### src/hdl/fp_format_pkg.sv
/*
 * FP32 field layout and the encodings shared by every floating-point block.
 * Holds the operand class flags, the status flags and the one-hot class mask.
 * Import it wherever a raw FP32 word is taken apart or a flag is produced.
 */
package fp_format_pkg;

  // ----------------------------------------------------------------------
  // Field widths
  // ----------------------------------------------------------------------
  localparam int unsigned EXP_BITS = 8;
  localparam int unsigned MAN_BITS = 23;
  localparam int unsigned FP_WIDTH = 1 + EXP_BITS + MAN_BITS;

  // IEEE 754 single precision word, sign in the MSB
  typedef struct packed {
    logic                sign;
    logic [EXP_BITS-1:0] exponent;
    logic [MAN_BITS-1:0] mantissa;
  } fp32_t;

  // Canonical quiet NaN
  // Positive, exponent saturated, only the mantissa MSB set
  localparam fp32_t QNAN_CANON = '{
    sign:     1'b0,
    exponent: '1,
    mantissa: {1'b1, {(MAN_BITS-1){1'b0}}}
  };

  // Operand class flags from the decode step
  typedef struct packed {
    logic is_normal;
    logic is_subnormal;
    logic is_zero;
    logic is_inf;
    logic is_nan;
    logic is_signalling;
    logic is_quiet;
  } fp_info_t;

  // Exception flags in the usual RISC-V fflags order
  typedef struct packed {
    logic NV;
    logic DZ;
    logic OF;
    logic UF;
    logic NX;
  } status_t;

  // ----------------------------------------------------------------------
  // One-hot classification mask
  // ----------------------------------------------------------------------
  typedef enum logic [9:0] {
    NEGINF     = 10'h001,
    NEGNORM    = 10'h002,
    NEGSUBNORM = 10'h004,
    NEGZERO    = 10'h008,
    POSZERO    = 10'h010,
    POSSUBNORM = 10'h020,
    POSNORM    = 10'h040,
    POSINF     = 10'h080,
    SNAN       = 10'h100,
    QNAN       = 10'h200
  } classmask_e;

endpackage

### src/hdl/fp_noncomp_pkg.sv
/*
 * Operation encodings and the structs that carry an operation through the
 * non-computational FP unit, from request to response.
 * The rm field of the instruction doubles as the sub-operation select.
 */
package fp_noncomp_pkg;

  import fp_format_pkg::*;

  // ----------------------------------------------------------------------
  // Operation encodings
  // ----------------------------------------------------------------------
  typedef enum logic [1:0] {
    SGNJ     = 2'd0,
    MINMAX   = 2'd1,
    CMP      = 2'd2,
    CLASSIFY = 2'd3
  } operation_e;

  // Sub-operation carried in the rm field
  // RNE selects SGNJ or MIN or LE
  // RTZ selects SGNJN or MAX or LT
  // RDN selects SGNJX or EQ
  typedef enum logic [2:0] {
    RNE = 3'b000,
    RTZ = 3'b001,
    RDN = 3'b010,
    RUP = 3'b011,
    RMM = 3'b100
  } roundmode_e;

  localparam int unsigned TAG_BITS = 8;

  typedef logic [TAG_BITS-1:0] tag_t;

  // ----------------------------------------------------------------------
  // Pipeline payloads
  // ----------------------------------------------------------------------
  // Request as seen on the input handshake
  typedef struct packed {
    fp32_t      operand_a;
    fp32_t      operand_b;
    roundmode_e rnd_mode;
    operation_e op;
    logic       op_mod;
    tag_t       tag;
  } fp_noncomp_req_t;

  // Request plus everything the execute units derive from the operands
  typedef struct packed {
    fp_noncomp_req_t req;
    fp_info_t        info_a;
    fp_info_t        info_b;
    logic            a_smaller;
    logic            operands_equal;
    logic            any_nan;
    logic            any_snan;
  } fp_decoded_t;

  // One execute lane result
  typedef struct packed {
    fp32_t   value;
    status_t status;
    logic    extension_bit;
  } fp_lane_t;

  // Response as seen on the output handshake
  typedef struct packed {
    fp32_t      result;
    status_t    status;
    logic       extension_bit;
    classmask_e class_mask;
    logic       is_class;
    tag_t       tag;
  } fp_noncomp_rsp_t;

endpackage

### src/hdl/fp_pipe_stage.sv
/*
 * Single valid/ready register slice with a payload of any packed type.
 * Ready to upstream is combinational, so an empty stage always accepts and
 * a full stage accepts only when downstream takes its item this cycle.
 */
`timescale 1ns/1ps

module fp_pipe_stage #(
  parameter type payload_t = logic
) (
  input  logic     clk_i,
  input  logic     rst_i,
  // Upstream side
  input  logic     valid_i,
  output logic     ready_o,
  input  payload_t data_i,
  // Downstream side
  output logic     valid_o,
  input  logic     ready_i,
  output payload_t data_o
);

  logic     valid_q;
  payload_t data_q;

  // Advance when downstream takes the item or the slot holds a bubble
  assign ready_o = ready_i | ~valid_q;

  // Valid bit follows upstream whenever the stage advances
  always_ff @(posedge clk_i) begin
    if (rst_i) begin
      valid_q <= 1'b0;
    end else if (ready_o) begin
      valid_q <= valid_i;
    end
  end

  // Payload only moves on an accepted transfer
  always_ff @(posedge clk_i) begin
    if (valid_i && ready_o) begin
      data_q <= data_i;
    end
  end

  assign valid_o = valid_q;
  assign data_o  = data_q;

endmodule

### src/hdl/fp_operand_decode.sv
/*
 * Combinational operand decode for the non-computational FP unit.
 * Classifies both operands and derives the ordering and NaN summaries that
 * the min/max, compare and sign/class units all share.
 */
`timescale 1ns/1ps

module fp_operand_decode
  import fp_format_pkg::*;
  import fp_noncomp_pkg::*;
(
  input  fp_noncomp_req_t req_i,
  output fp_decoded_t     dec_o
);

  // ----------------------------------------------------------------------
  // Operand classification
  // ----------------------------------------------------------------------
  function automatic fp_info_t classify_operand(input fp32_t op);
    fp_info_t info;
    logic     exp_zero;
    logic     exp_ones;
    logic     man_zero;
    exp_zero = (op.exponent == '0);
    exp_ones = (op.exponent == '1);
    man_zero = (op.mantissa == '0);
    info.is_normal     = !exp_zero && !exp_ones;
    info.is_subnormal  = exp_zero && !man_zero;
    info.is_zero       = exp_zero && man_zero;
    info.is_inf        = exp_ones && man_zero;
    info.is_nan        = exp_ones && !man_zero;
    // Quiet NaNs carry the mantissa MSB
    info.is_signalling = info.is_nan && !op.mantissa[MAN_BITS-1];
    info.is_quiet      = info.is_nan && op.mantissa[MAN_BITS-1];
    return info;
  endfunction

  fp_info_t            info_a;
  fp_info_t            info_b;
  logic [FP_WIDTH-1:0] bits_a;
  logic [FP_WIDTH-1:0] bits_b;

  assign info_a = classify_operand(req_i.operand_a);
  assign info_b = classify_operand(req_i.operand_b);

  // Raw words for the magnitude compare
  assign bits_a = req_i.operand_a;
  assign bits_b = req_i.operand_b;

  // ----------------------------------------------------------------------
  // Ordering and NaN summaries
  // ----------------------------------------------------------------------
  assign dec_o.req    = req_i;
  assign dec_o.info_a = info_a;
  assign dec_o.info_b = info_b;

  // Bit equality or any pair of zeros regardless of sign
  assign dec_o.operands_equal = (bits_a == bits_b) || (info_a.is_zero && info_b.is_zero);

  // Sign-magnitude order through an unsigned compare
  // A set sign on either side flips the outcome
  assign dec_o.a_smaller = (bits_a < bits_b) ^
                           (req_i.operand_a.sign || req_i.operand_b.sign);

  assign dec_o.any_nan  = info_a.is_nan || info_b.is_nan;
  assign dec_o.any_snan = info_a.is_signalling || info_b.is_signalling;

endmodule

### src/hdl/fp_compare_unit.sv
/*
 * Min/max and compare lanes of the non-computational FP unit.
 * Purely combinational. The sub-operation comes from the rm field and
 * op_mod inverts the boolean compare outcome.
 */
`timescale 1ns/1ps

module fp_compare_unit
  import fp_format_pkg::*;
  import fp_noncomp_pkg::*;
(
  input  fp_decoded_t dec_i,
  output fp_lane_t    minmax_o,
  output fp_lane_t    cmp_o
);

  fp32_t      op_a;
  fp32_t      op_b;
  roundmode_e sub_op;
  logic       op_mod;

  assign op_a   = dec_i.req.operand_a;
  assign op_b   = dec_i.req.operand_b;
  assign sub_op = dec_i.req.rnd_mode;
  assign op_mod = dec_i.req.op_mod;

  // ----------------------------------------------------------------------
  // Minimum and maximum
  // ----------------------------------------------------------------------
  always_comb begin : min_max
    minmax_o.status    = '0;
    // Quiet comparison so only sNaN inputs are invalid
    minmax_o.status.NV = dec_i.any_snan;
    // Always a float result
    minmax_o.extension_bit = 1'b1;
    if (dec_i.info_a.is_nan && dec_i.info_b.is_nan) begin
      minmax_o.value = QNAN_CANON;
    end else if (dec_i.info_a.is_nan) begin
      minmax_o.value = op_b;
    end else if (dec_i.info_b.is_nan) begin
      minmax_o.value = op_a;
    end else if (sub_op == RTZ) begin
      // MAX
      minmax_o.value = dec_i.a_smaller ? op_b : op_a;
    end else begin
      // MIN
      minmax_o.value = dec_i.a_smaller ? op_a : op_b;
    end
  end

  // ----------------------------------------------------------------------
  // Comparisons
  // ----------------------------------------------------------------------
  logic    cmp_bit;
  status_t cmp_status;

  always_comb begin : compare
    cmp_bit    = 1'b0;
    cmp_status = '0;
    if (dec_i.any_snan) begin
      // Invalid for every compare
      // Only an inverted EQ reports true
      cmp_status.NV = 1'b1;
      cmp_bit       = (sub_op == RDN) && op_mod;
    end else begin
      case (sub_op)
        // LE is a signalling compare
        RNE: begin
          if (dec_i.any_nan) begin
            cmp_status.NV = 1'b1;
          end else begin
            cmp_bit = (dec_i.a_smaller | dec_i.operands_equal) ^ op_mod;
          end
        end
        // LT is a signalling compare too
        RTZ: begin
          if (dec_i.any_nan) begin
            cmp_status.NV = 1'b1;
          end else begin
            cmp_bit = (dec_i.a_smaller & ~dec_i.operands_equal) ^ op_mod;
          end
        end
        // EQ stays quiet and a NaN never equals anything
        RDN: begin
          cmp_bit = dec_i.any_nan ? op_mod : (dec_i.operands_equal ^ op_mod);
        end
        default: cmp_bit = 1'b0;
      endcase
    end
  end

  // Boolean result in bit 0 for the integer register file
  assign cmp_o.value         = fp32_t'({{(FP_WIDTH-1){1'b0}}, cmp_bit});
  assign cmp_o.status        = cmp_status;
  assign cmp_o.extension_bit = 1'b0;

endmodule

### src/hdl/fp_sign_class_unit.sv
/*
 * Sign injection and classification lanes of the non-computational FP unit.
 * Purely combinational. Sign injection rebuilds operand a with a new sign
 * and classification reports operand a as a one-hot class mask.
 */
`timescale 1ns/1ps

module fp_sign_class_unit
  import fp_format_pkg::*;
  import fp_noncomp_pkg::*;
(
  input  fp_decoded_t dec_i,
  output fp_lane_t    sgnj_o,
  output classmask_e  class_mask_o
);

  fp32_t    op_a;
  fp_info_t info_a;
  logic     sign_b;

  assign op_a   = dec_i.req.operand_a;
  assign info_a = dec_i.info_a;
  assign sign_b = dec_i.req.operand_b.sign;

  // ----------------------------------------------------------------------
  // Sign injection
  // ----------------------------------------------------------------------
  fp32_t sgnj_value;

  always_comb begin : sign_inject
    // Exponent and mantissa always from operand a
    sgnj_value = op_a;
    case (dec_i.req.rnd_mode)
      RNE:     sgnj_value.sign = sign_b;
      RTZ:     sgnj_value.sign = ~sign_b;
      RDN:     sgnj_value.sign = op_a.sign ^ sign_b;
      default: sgnj_value.sign = op_a.sign;
    endcase
  end

  assign sgnj_o.value  = sgnj_value;
  // Never raises a flag
  assign sgnj_o.status = '0;
  // op_mod asks for integer sign extension of the result
  assign sgnj_o.extension_bit = dec_i.req.op_mod ? sgnj_value.sign : 1'b1;

  // ----------------------------------------------------------------------
  // Classification
  // ----------------------------------------------------------------------
  always_comb begin : classify
    if (info_a.is_normal) begin
      class_mask_o = op_a.sign ? NEGNORM : POSNORM;
    end else if (info_a.is_subnormal) begin
      class_mask_o = op_a.sign ? NEGSUBNORM : POSSUBNORM;
    end else if (info_a.is_zero) begin
      class_mask_o = op_a.sign ? NEGZERO : POSZERO;
    end else if (info_a.is_inf) begin
      class_mask_o = op_a.sign ? NEGINF : POSINF;
    end else if (info_a.is_quiet) begin
      class_mask_o = QNAN;
    end else begin
      // Only a signalling NaN is left
      class_mask_o = SNAN;
    end
  end

endmodule

### src/hdl/fp_result_select.sv
/*
 * Result selection for the non-computational FP unit.
 * Picks the execute lane named by the operation and packs the response
 * that goes into the output register stage.
 */
`timescale 1ns/1ps

module fp_result_select
  import fp_format_pkg::*;
  import fp_noncomp_pkg::*;
(
  input  fp_decoded_t     dec_i,
  input  fp_lane_t        sgnj_i,
  input  fp_lane_t        minmax_i,
  input  fp_lane_t        cmp_i,
  input  classmask_e      class_mask_i,
  output fp_noncomp_rsp_t rsp_o
);

  fp_lane_t lane;

  // ----------------------------------------------------------------------
  // Lane multiplexer
  // ----------------------------------------------------------------------
  always_comb begin : select_lane
    case (dec_i.req.op)
      SGNJ:   lane = sgnj_i;
      MINMAX: lane = minmax_i;
      CMP:    lane = cmp_i;
      // Classification answers on the class mask only
      // Result and flags read as zero
      CLASSIFY: begin
        lane = '0;
      end
      default: lane = '0;
    endcase
  end

  // ----------------------------------------------------------------------
  // Response packing
  // ----------------------------------------------------------------------
  assign rsp_o.result        = lane.value;
  assign rsp_o.status        = lane.status;
  assign rsp_o.extension_bit = lane.extension_bit;

  // Mask always travels and is_class tells the consumer to use it
  assign rsp_o.class_mask = class_mask_i;
  assign rsp_o.is_class   = (dec_i.req.op == CLASSIFY);

  // Tag rides along unchanged
  assign rsp_o.tag = dec_i.req.tag;

endmodule

### src/hdl/fp_noncomp_top.sv
/*
 * Top level of the pipelined FP32 non-computational unit.
 * One register stage before the combinational logic and one after it.
 * Requests enter on a valid/ready handshake and leave in order with tags.
 */
`timescale 1ns/1ps

module fp_noncomp_top
  import fp_format_pkg::*;
  import fp_noncomp_pkg::*;
(
  input  logic            clk_i,
  input  logic            rst_i,
  // Input handshake
  input  fp_noncomp_req_t req_i,
  input  logic            in_valid_i,
  output logic            in_ready_o,
  // Output handshake
  output fp_noncomp_rsp_t rsp_o,
  output logic            out_valid_o,
  input  logic            out_ready_i,
  // High while any stage holds an operation
  output logic            busy_o
);

  fp_noncomp_req_t req_q;
  logic            req_valid;
  logic            rsp_ready;
  fp_decoded_t     dec;
  fp_lane_t        sgnj_lane;
  fp_lane_t        minmax_lane;
  fp_lane_t        cmp_lane;
  classmask_e      class_mask;
  fp_noncomp_rsp_t rsp_d;

  // ----------------------------------------------------------------------
  // Input register stage
  // ----------------------------------------------------------------------
  fp_pipe_stage #(
    .payload_t ( fp_noncomp_req_t )
  ) i_in_stage (
    .clk_i   ( clk_i      ),
    .rst_i   ( rst_i      ),
    .valid_i ( in_valid_i ),
    .ready_o ( in_ready_o ),
    .data_i  ( req_i      ),
    .valid_o ( req_valid  ),
    .ready_i ( rsp_ready  ),
    .data_o  ( req_q      )
  );

  // ----------------------------------------------------------------------
  // Combinational decode and execute
  // ----------------------------------------------------------------------
  fp_operand_decode i_decode (
    .req_i ( req_q ),
    .dec_o ( dec   )
  );

  fp_compare_unit i_compare (
    .dec_i    ( dec         ),
    .minmax_o ( minmax_lane ),
    .cmp_o    ( cmp_lane    )
  );

  fp_sign_class_unit i_sign_class (
    .dec_i        ( dec        ),
    .sgnj_o       ( sgnj_lane  ),
    .class_mask_o ( class_mask )
  );

  fp_result_select i_select (
    .dec_i        ( dec         ),
    .sgnj_i       ( sgnj_lane   ),
    .minmax_i     ( minmax_lane ),
    .cmp_i        ( cmp_lane    ),
    .class_mask_i ( class_mask  ),
    .rsp_o        ( rsp_d       )
  );

  // ----------------------------------------------------------------------
  // Output register stage
  // ----------------------------------------------------------------------
  fp_pipe_stage #(
    .payload_t ( fp_noncomp_rsp_t )
  ) i_out_stage (
    .clk_i   ( clk_i       ),
    .rst_i   ( rst_i       ),
    .valid_i ( req_valid   ),
    .ready_o ( rsp_ready   ),
    .data_i  ( rsp_d       ),
    .valid_o ( out_valid_o ),
    .ready_i ( out_ready_i ),
    .data_o  ( rsp_o       )
  );

  assign busy_o = req_valid | out_valid_o;

endmodule

### config.mk
export PLATFORM = sky130hd
export DESIGN_NAME = fp_noncomp_top
export DESIGN_NICKNAME = d
export VERILOG_FILES = /design/src/hdl/fp_format_pkg.sv /design/src/hdl/fp_noncomp_pkg.sv /design/src/hdl/fp_pipe_stage.sv /design/src/hdl/fp_operand_decode.sv /design/src/hdl/fp_compare_unit.sv /design/src/hdl/fp_sign_class_unit.sv /design/src/hdl/fp_result_select.sv /design/src/hdl/fp_noncomp_top.sv
export SDC_FILE = /design/constraint.sdc
export NUM_CORES = 1
export LEC_CHECK = 0
export BUFFER_PORTS_ARGS = -buffer_cell sky130_fd_sc_hd__buf_4
export CORE_MARGIN = 1
export CORE_UTILIZATION = 45
export CTS_CLUSTER_DIAMETER = 60
export DETAILED_ROUTE_END_ITERATION = 10
export GPL_ROUTABILITY_DRIVEN = 0
export PLACE_DENSITY = 0.71
export SETUP_SLACK_MARGIN = 0.4
export SLEW_MARGIN = 20
export SYNTH_ARGS = -nofsm -noshare
export SYNTH_HDL_FRONTEND = slang
export SYNTH_SLANG_ARGS = --single-unit
### constraint.sdc
create_clock -name clk_i -period 3.8 [get_ports clk_i]
set_clock_uncertainty 0.2 [all_clocks]
set_input_delay 0.95 -clock clk_i [delete_from_list [all_inputs] [get_ports clk_i]]
set_output_delay 0.95 -clock clk_i [all_outputs]
set_load 0.03 [all_outputs]
==> flow_summary.json <==
{
  "status": "complete, no violations",
  "clkLatencyLatePin_ps": 410,
  "fmax_mhz": 302,
  "synth_edf_count": 131,
  "clockBufferDepth": 2,
  "n_antenna_cell": 0,
  "worst_pin_slew_ps": 1030,
  "yosys.area.top_type": "edfxtp_1",
  "htreeDepth": 4,
  "syn_inst": 425,
  "grt_max_degree": 79,
  "hold_start": "i_in_stage.data_o[5]",
  "yosysTopAreaCellShare_pct": 65.2,
  "grtUsageTotal_pct": 20.0,
  "io_pins": 142,
  "synth_area_leaders": "edfxtp_1, ha_1, a22o_1",
  "numClockSinks": 133,
  "ant_nets": 0,
  "core_um2": 12800,
  "routed_wl_mm": 13.1,
  "rows": 41,
  "synth_commonest_cells": "edfxtp_1, inv_1, ha_1, a22o_1, nand2b_1",
  "die_w_um": 118,
  "startpoint_type": "register",
  "p_per_area_nw_per_um2": 462,
  "rr_startpoint": "i_in_stage.data_o[19]",
  "cts_root_buffer": "clkbuf_16",
  "die_h_um": 118,
  "yosys_warnings": 0,
  "clkSlewWorstSetupHoldPaths_ps": 60,
  "path_max_fanout": 21,
  "p_leak_nw": 3.17,
  "p_comb_share_pct": 12.3,
  "synth-seq-area-share_pct": 65.9,
  "grt_pass1_vias": 4196,
  "setup_tns_ps": 0,
  "dp_hpwl_mm": 9.24,
  "port_buffers": 137,
  "cts_buffers": 17,
  "final.min_clock_period_ps": 3310,
  "max_slew_margin_pct": 31.5,
  "nNetsFinal": 696,
  "r2r_slack_ps": 490,
  "wl_per_cell_um": 17.1,
  "worstSetupEndpointType": "register",
  "start_util_pct": 47.0,
  "seq_power_share_pct": 49.0,
  "drt-vias-per-instance": 5.31,
  "holdBufCountCts": 0,
  "yosysMostFrequentCell": "edfxtp_1",
  "dr.pass1.iters": 4,
  "cts_tree": "yes",
  "required_ps": 3870,
  "finalCritPeriodShare_pct": 87.0,
  "synth_area_per_cell_um2": 14.2,
  "ys_async_sr_fraction_pct": 0,
  "min_path_cells": 0,
  "vias": 4055,
  "power.switching_uw": 837,
  "slew_violations": 0,
  "maxCapViolCount": 0,
  "critPathKind": "reg -> reg",
  "overflow": 0,
  "drt_iter0_drc": 251,
  "synth_cell_types": 57,
  "r2r-end": "i_out_stage.data_o[42]",
  "vdd_drop_max_v": 0.000284,
  "p_clk_share_pct": 38.7,
  "drc": 0,
  "antenna_found_initial": 0,
  "die_area_um2": 13900,
  "drive_gt1_share_pct": 32.1,
  "placed_cells": 729,
  "syn_to_final_growth_pct": 30.4,
  "hold_end": "i_out_stage.data_o[5]",
  "p_sw_share_pct": 23.1,
  "synth_flop_cell": "edfxtp_1",
  "hold_path_class": "reg -> reg",
  "grt_pass1_wl_mm": 21.1,
  "fin_cells": 763,
  "internal_power_mw": 2.79,
  "holdWs_ps": 216,
  "rsz0062_at_grt": "yes",
  "finalSetupViolCount": 0,
  "worstPathArrival_ps": 3380,
  "syn_area_um2": 6030,
  "ys_seq_elements": 133,
  "r2r_cells": 11,
  "n_fill_cell": 1014,
  "hold_viol_final": 0
}
-- layer usage --
metal	share of wire, %	track usage (%)
met3	5.6	5.86
met1	41	24.4
met2	51	32.7
met4	1.6	9.13
met5	0	0
-- sequential cells by signal, indices dropped and copies added (netlist names) --
register,cells
i_in_stage.data_o,78
i_out_stage.data_o,53
i_in_stage.valid_o,1
i_out_stage.valid_o,1
-- per-stage QoR --
stage	utilization, %	setup WS, ps	cell area, µm²	total power, mW
after floorplan	-	763	6040	2.05
after global placement	56.5	196	7240	2.22
after detailed placement	56.5	46.5	7240	2.23
after CTS	60.8	384	7790	3.66
after global routing	61.3	374	7860	3.78
final	61.3	492	7860	3.63
-- critical path: stages, from the launching register on --
cell and delay, ps:
edfxtp_1 380, inv_1 60, ha_1 320, a21oi_1 140, o21ai_0 120, a221o_1 380
o31ai_2 380, a21boi_1 150, or2_4 280, a311oi_2 330, buf_6 260, a22o_1 160
-- power groups by stage --
stage	Combinational (mW)	Sequential (mW)	Clock [mW]
6_report	0.446	1.78	1.41
5_1_grt	0.483	1.79	1.51
4_1_cts	0.438	1.78	1.44
3_5_place_dp	0.425	1.81	0
3_3_place_gp	0.413	1.80	0
2_1_floorplan	0.204	1.85	0
-- kinds of logic after synthesis --
kind of cell	count (synthesis)	share of synthesized area [%]
compound gates	78	10.4
fa+ha+maj	33	6.85
simple gates	117	10.7
flops	133	65.9
buf+inv	52	4.05
other cells	1	0.0622
mux	9	1.49
xor+xnor	2	0.519
-- how the worst max path moves through the flow --
stage                             endpoint  slack (ps)  cells after the start                  start
detailed placement  i_out_stage.data_o[36]          50                      9  i_in_stage.data_o[77]
global route        i_out_stage.data_o[36]         370                     11  i_in_stage.data_o[77]
global placement    i_out_stage.data_o[32]         200                      9  i_in_stage.data_o[77]
CTS                 i_out_stage.data_o[50]         380                     10  i_in_stage.data_o[77]
floorplan            i_out_stage.data_o[0]         760                      2            out_ready_i
finish              i_out_stage.data_o[42]         490                     11  i_in_stage.data_o[19]
-- area by class of cell --
type,instances,area (µm²),area share [%]
Sequential cell,133,3970,50.5
Multi-Input combinational cell,244,1900,24.1
Timing Repair Buffer,145,1130,14.3
Clock buffer,20,437,5.55
Tap cell,172,215,2.74
Inverter,40,150,1.91
Clock inverter,9,65.1,0.827
-- placed cells by master, fill, tap and decap left out, drive strengths merged, types with 3 or more instances in the layout --
cell	Yosys	final
nor2	18	18
clkinv	0	8
nor4	16	16
o21ai	7	7
edfxtp	131	131
or3	3	3
mux2i	9	9
conb	1	4
ha	33	33
nand4	15	15
nor3	9	9
inv	40	40
nand2	16	16
a21o	3	3
o211ai	4	4
nand3	4	4
and2	3	3
a21oi	16	16
a22o	21	21
nor2b	3	3
o2111ai	4	4
nand2b	20	20
buf	9	145
clkbuf	3	20
nor3b	3	3
-- what timing repair did --
item                       4_1_cts  5_1_grt
buffers inserted                 1        2
resized for setup                3        9
setup endpoints to repair       30       32
pin swaps                        1        3
cloned                           1        1
No activity file was read; power rests on OpenSTA's default activity.
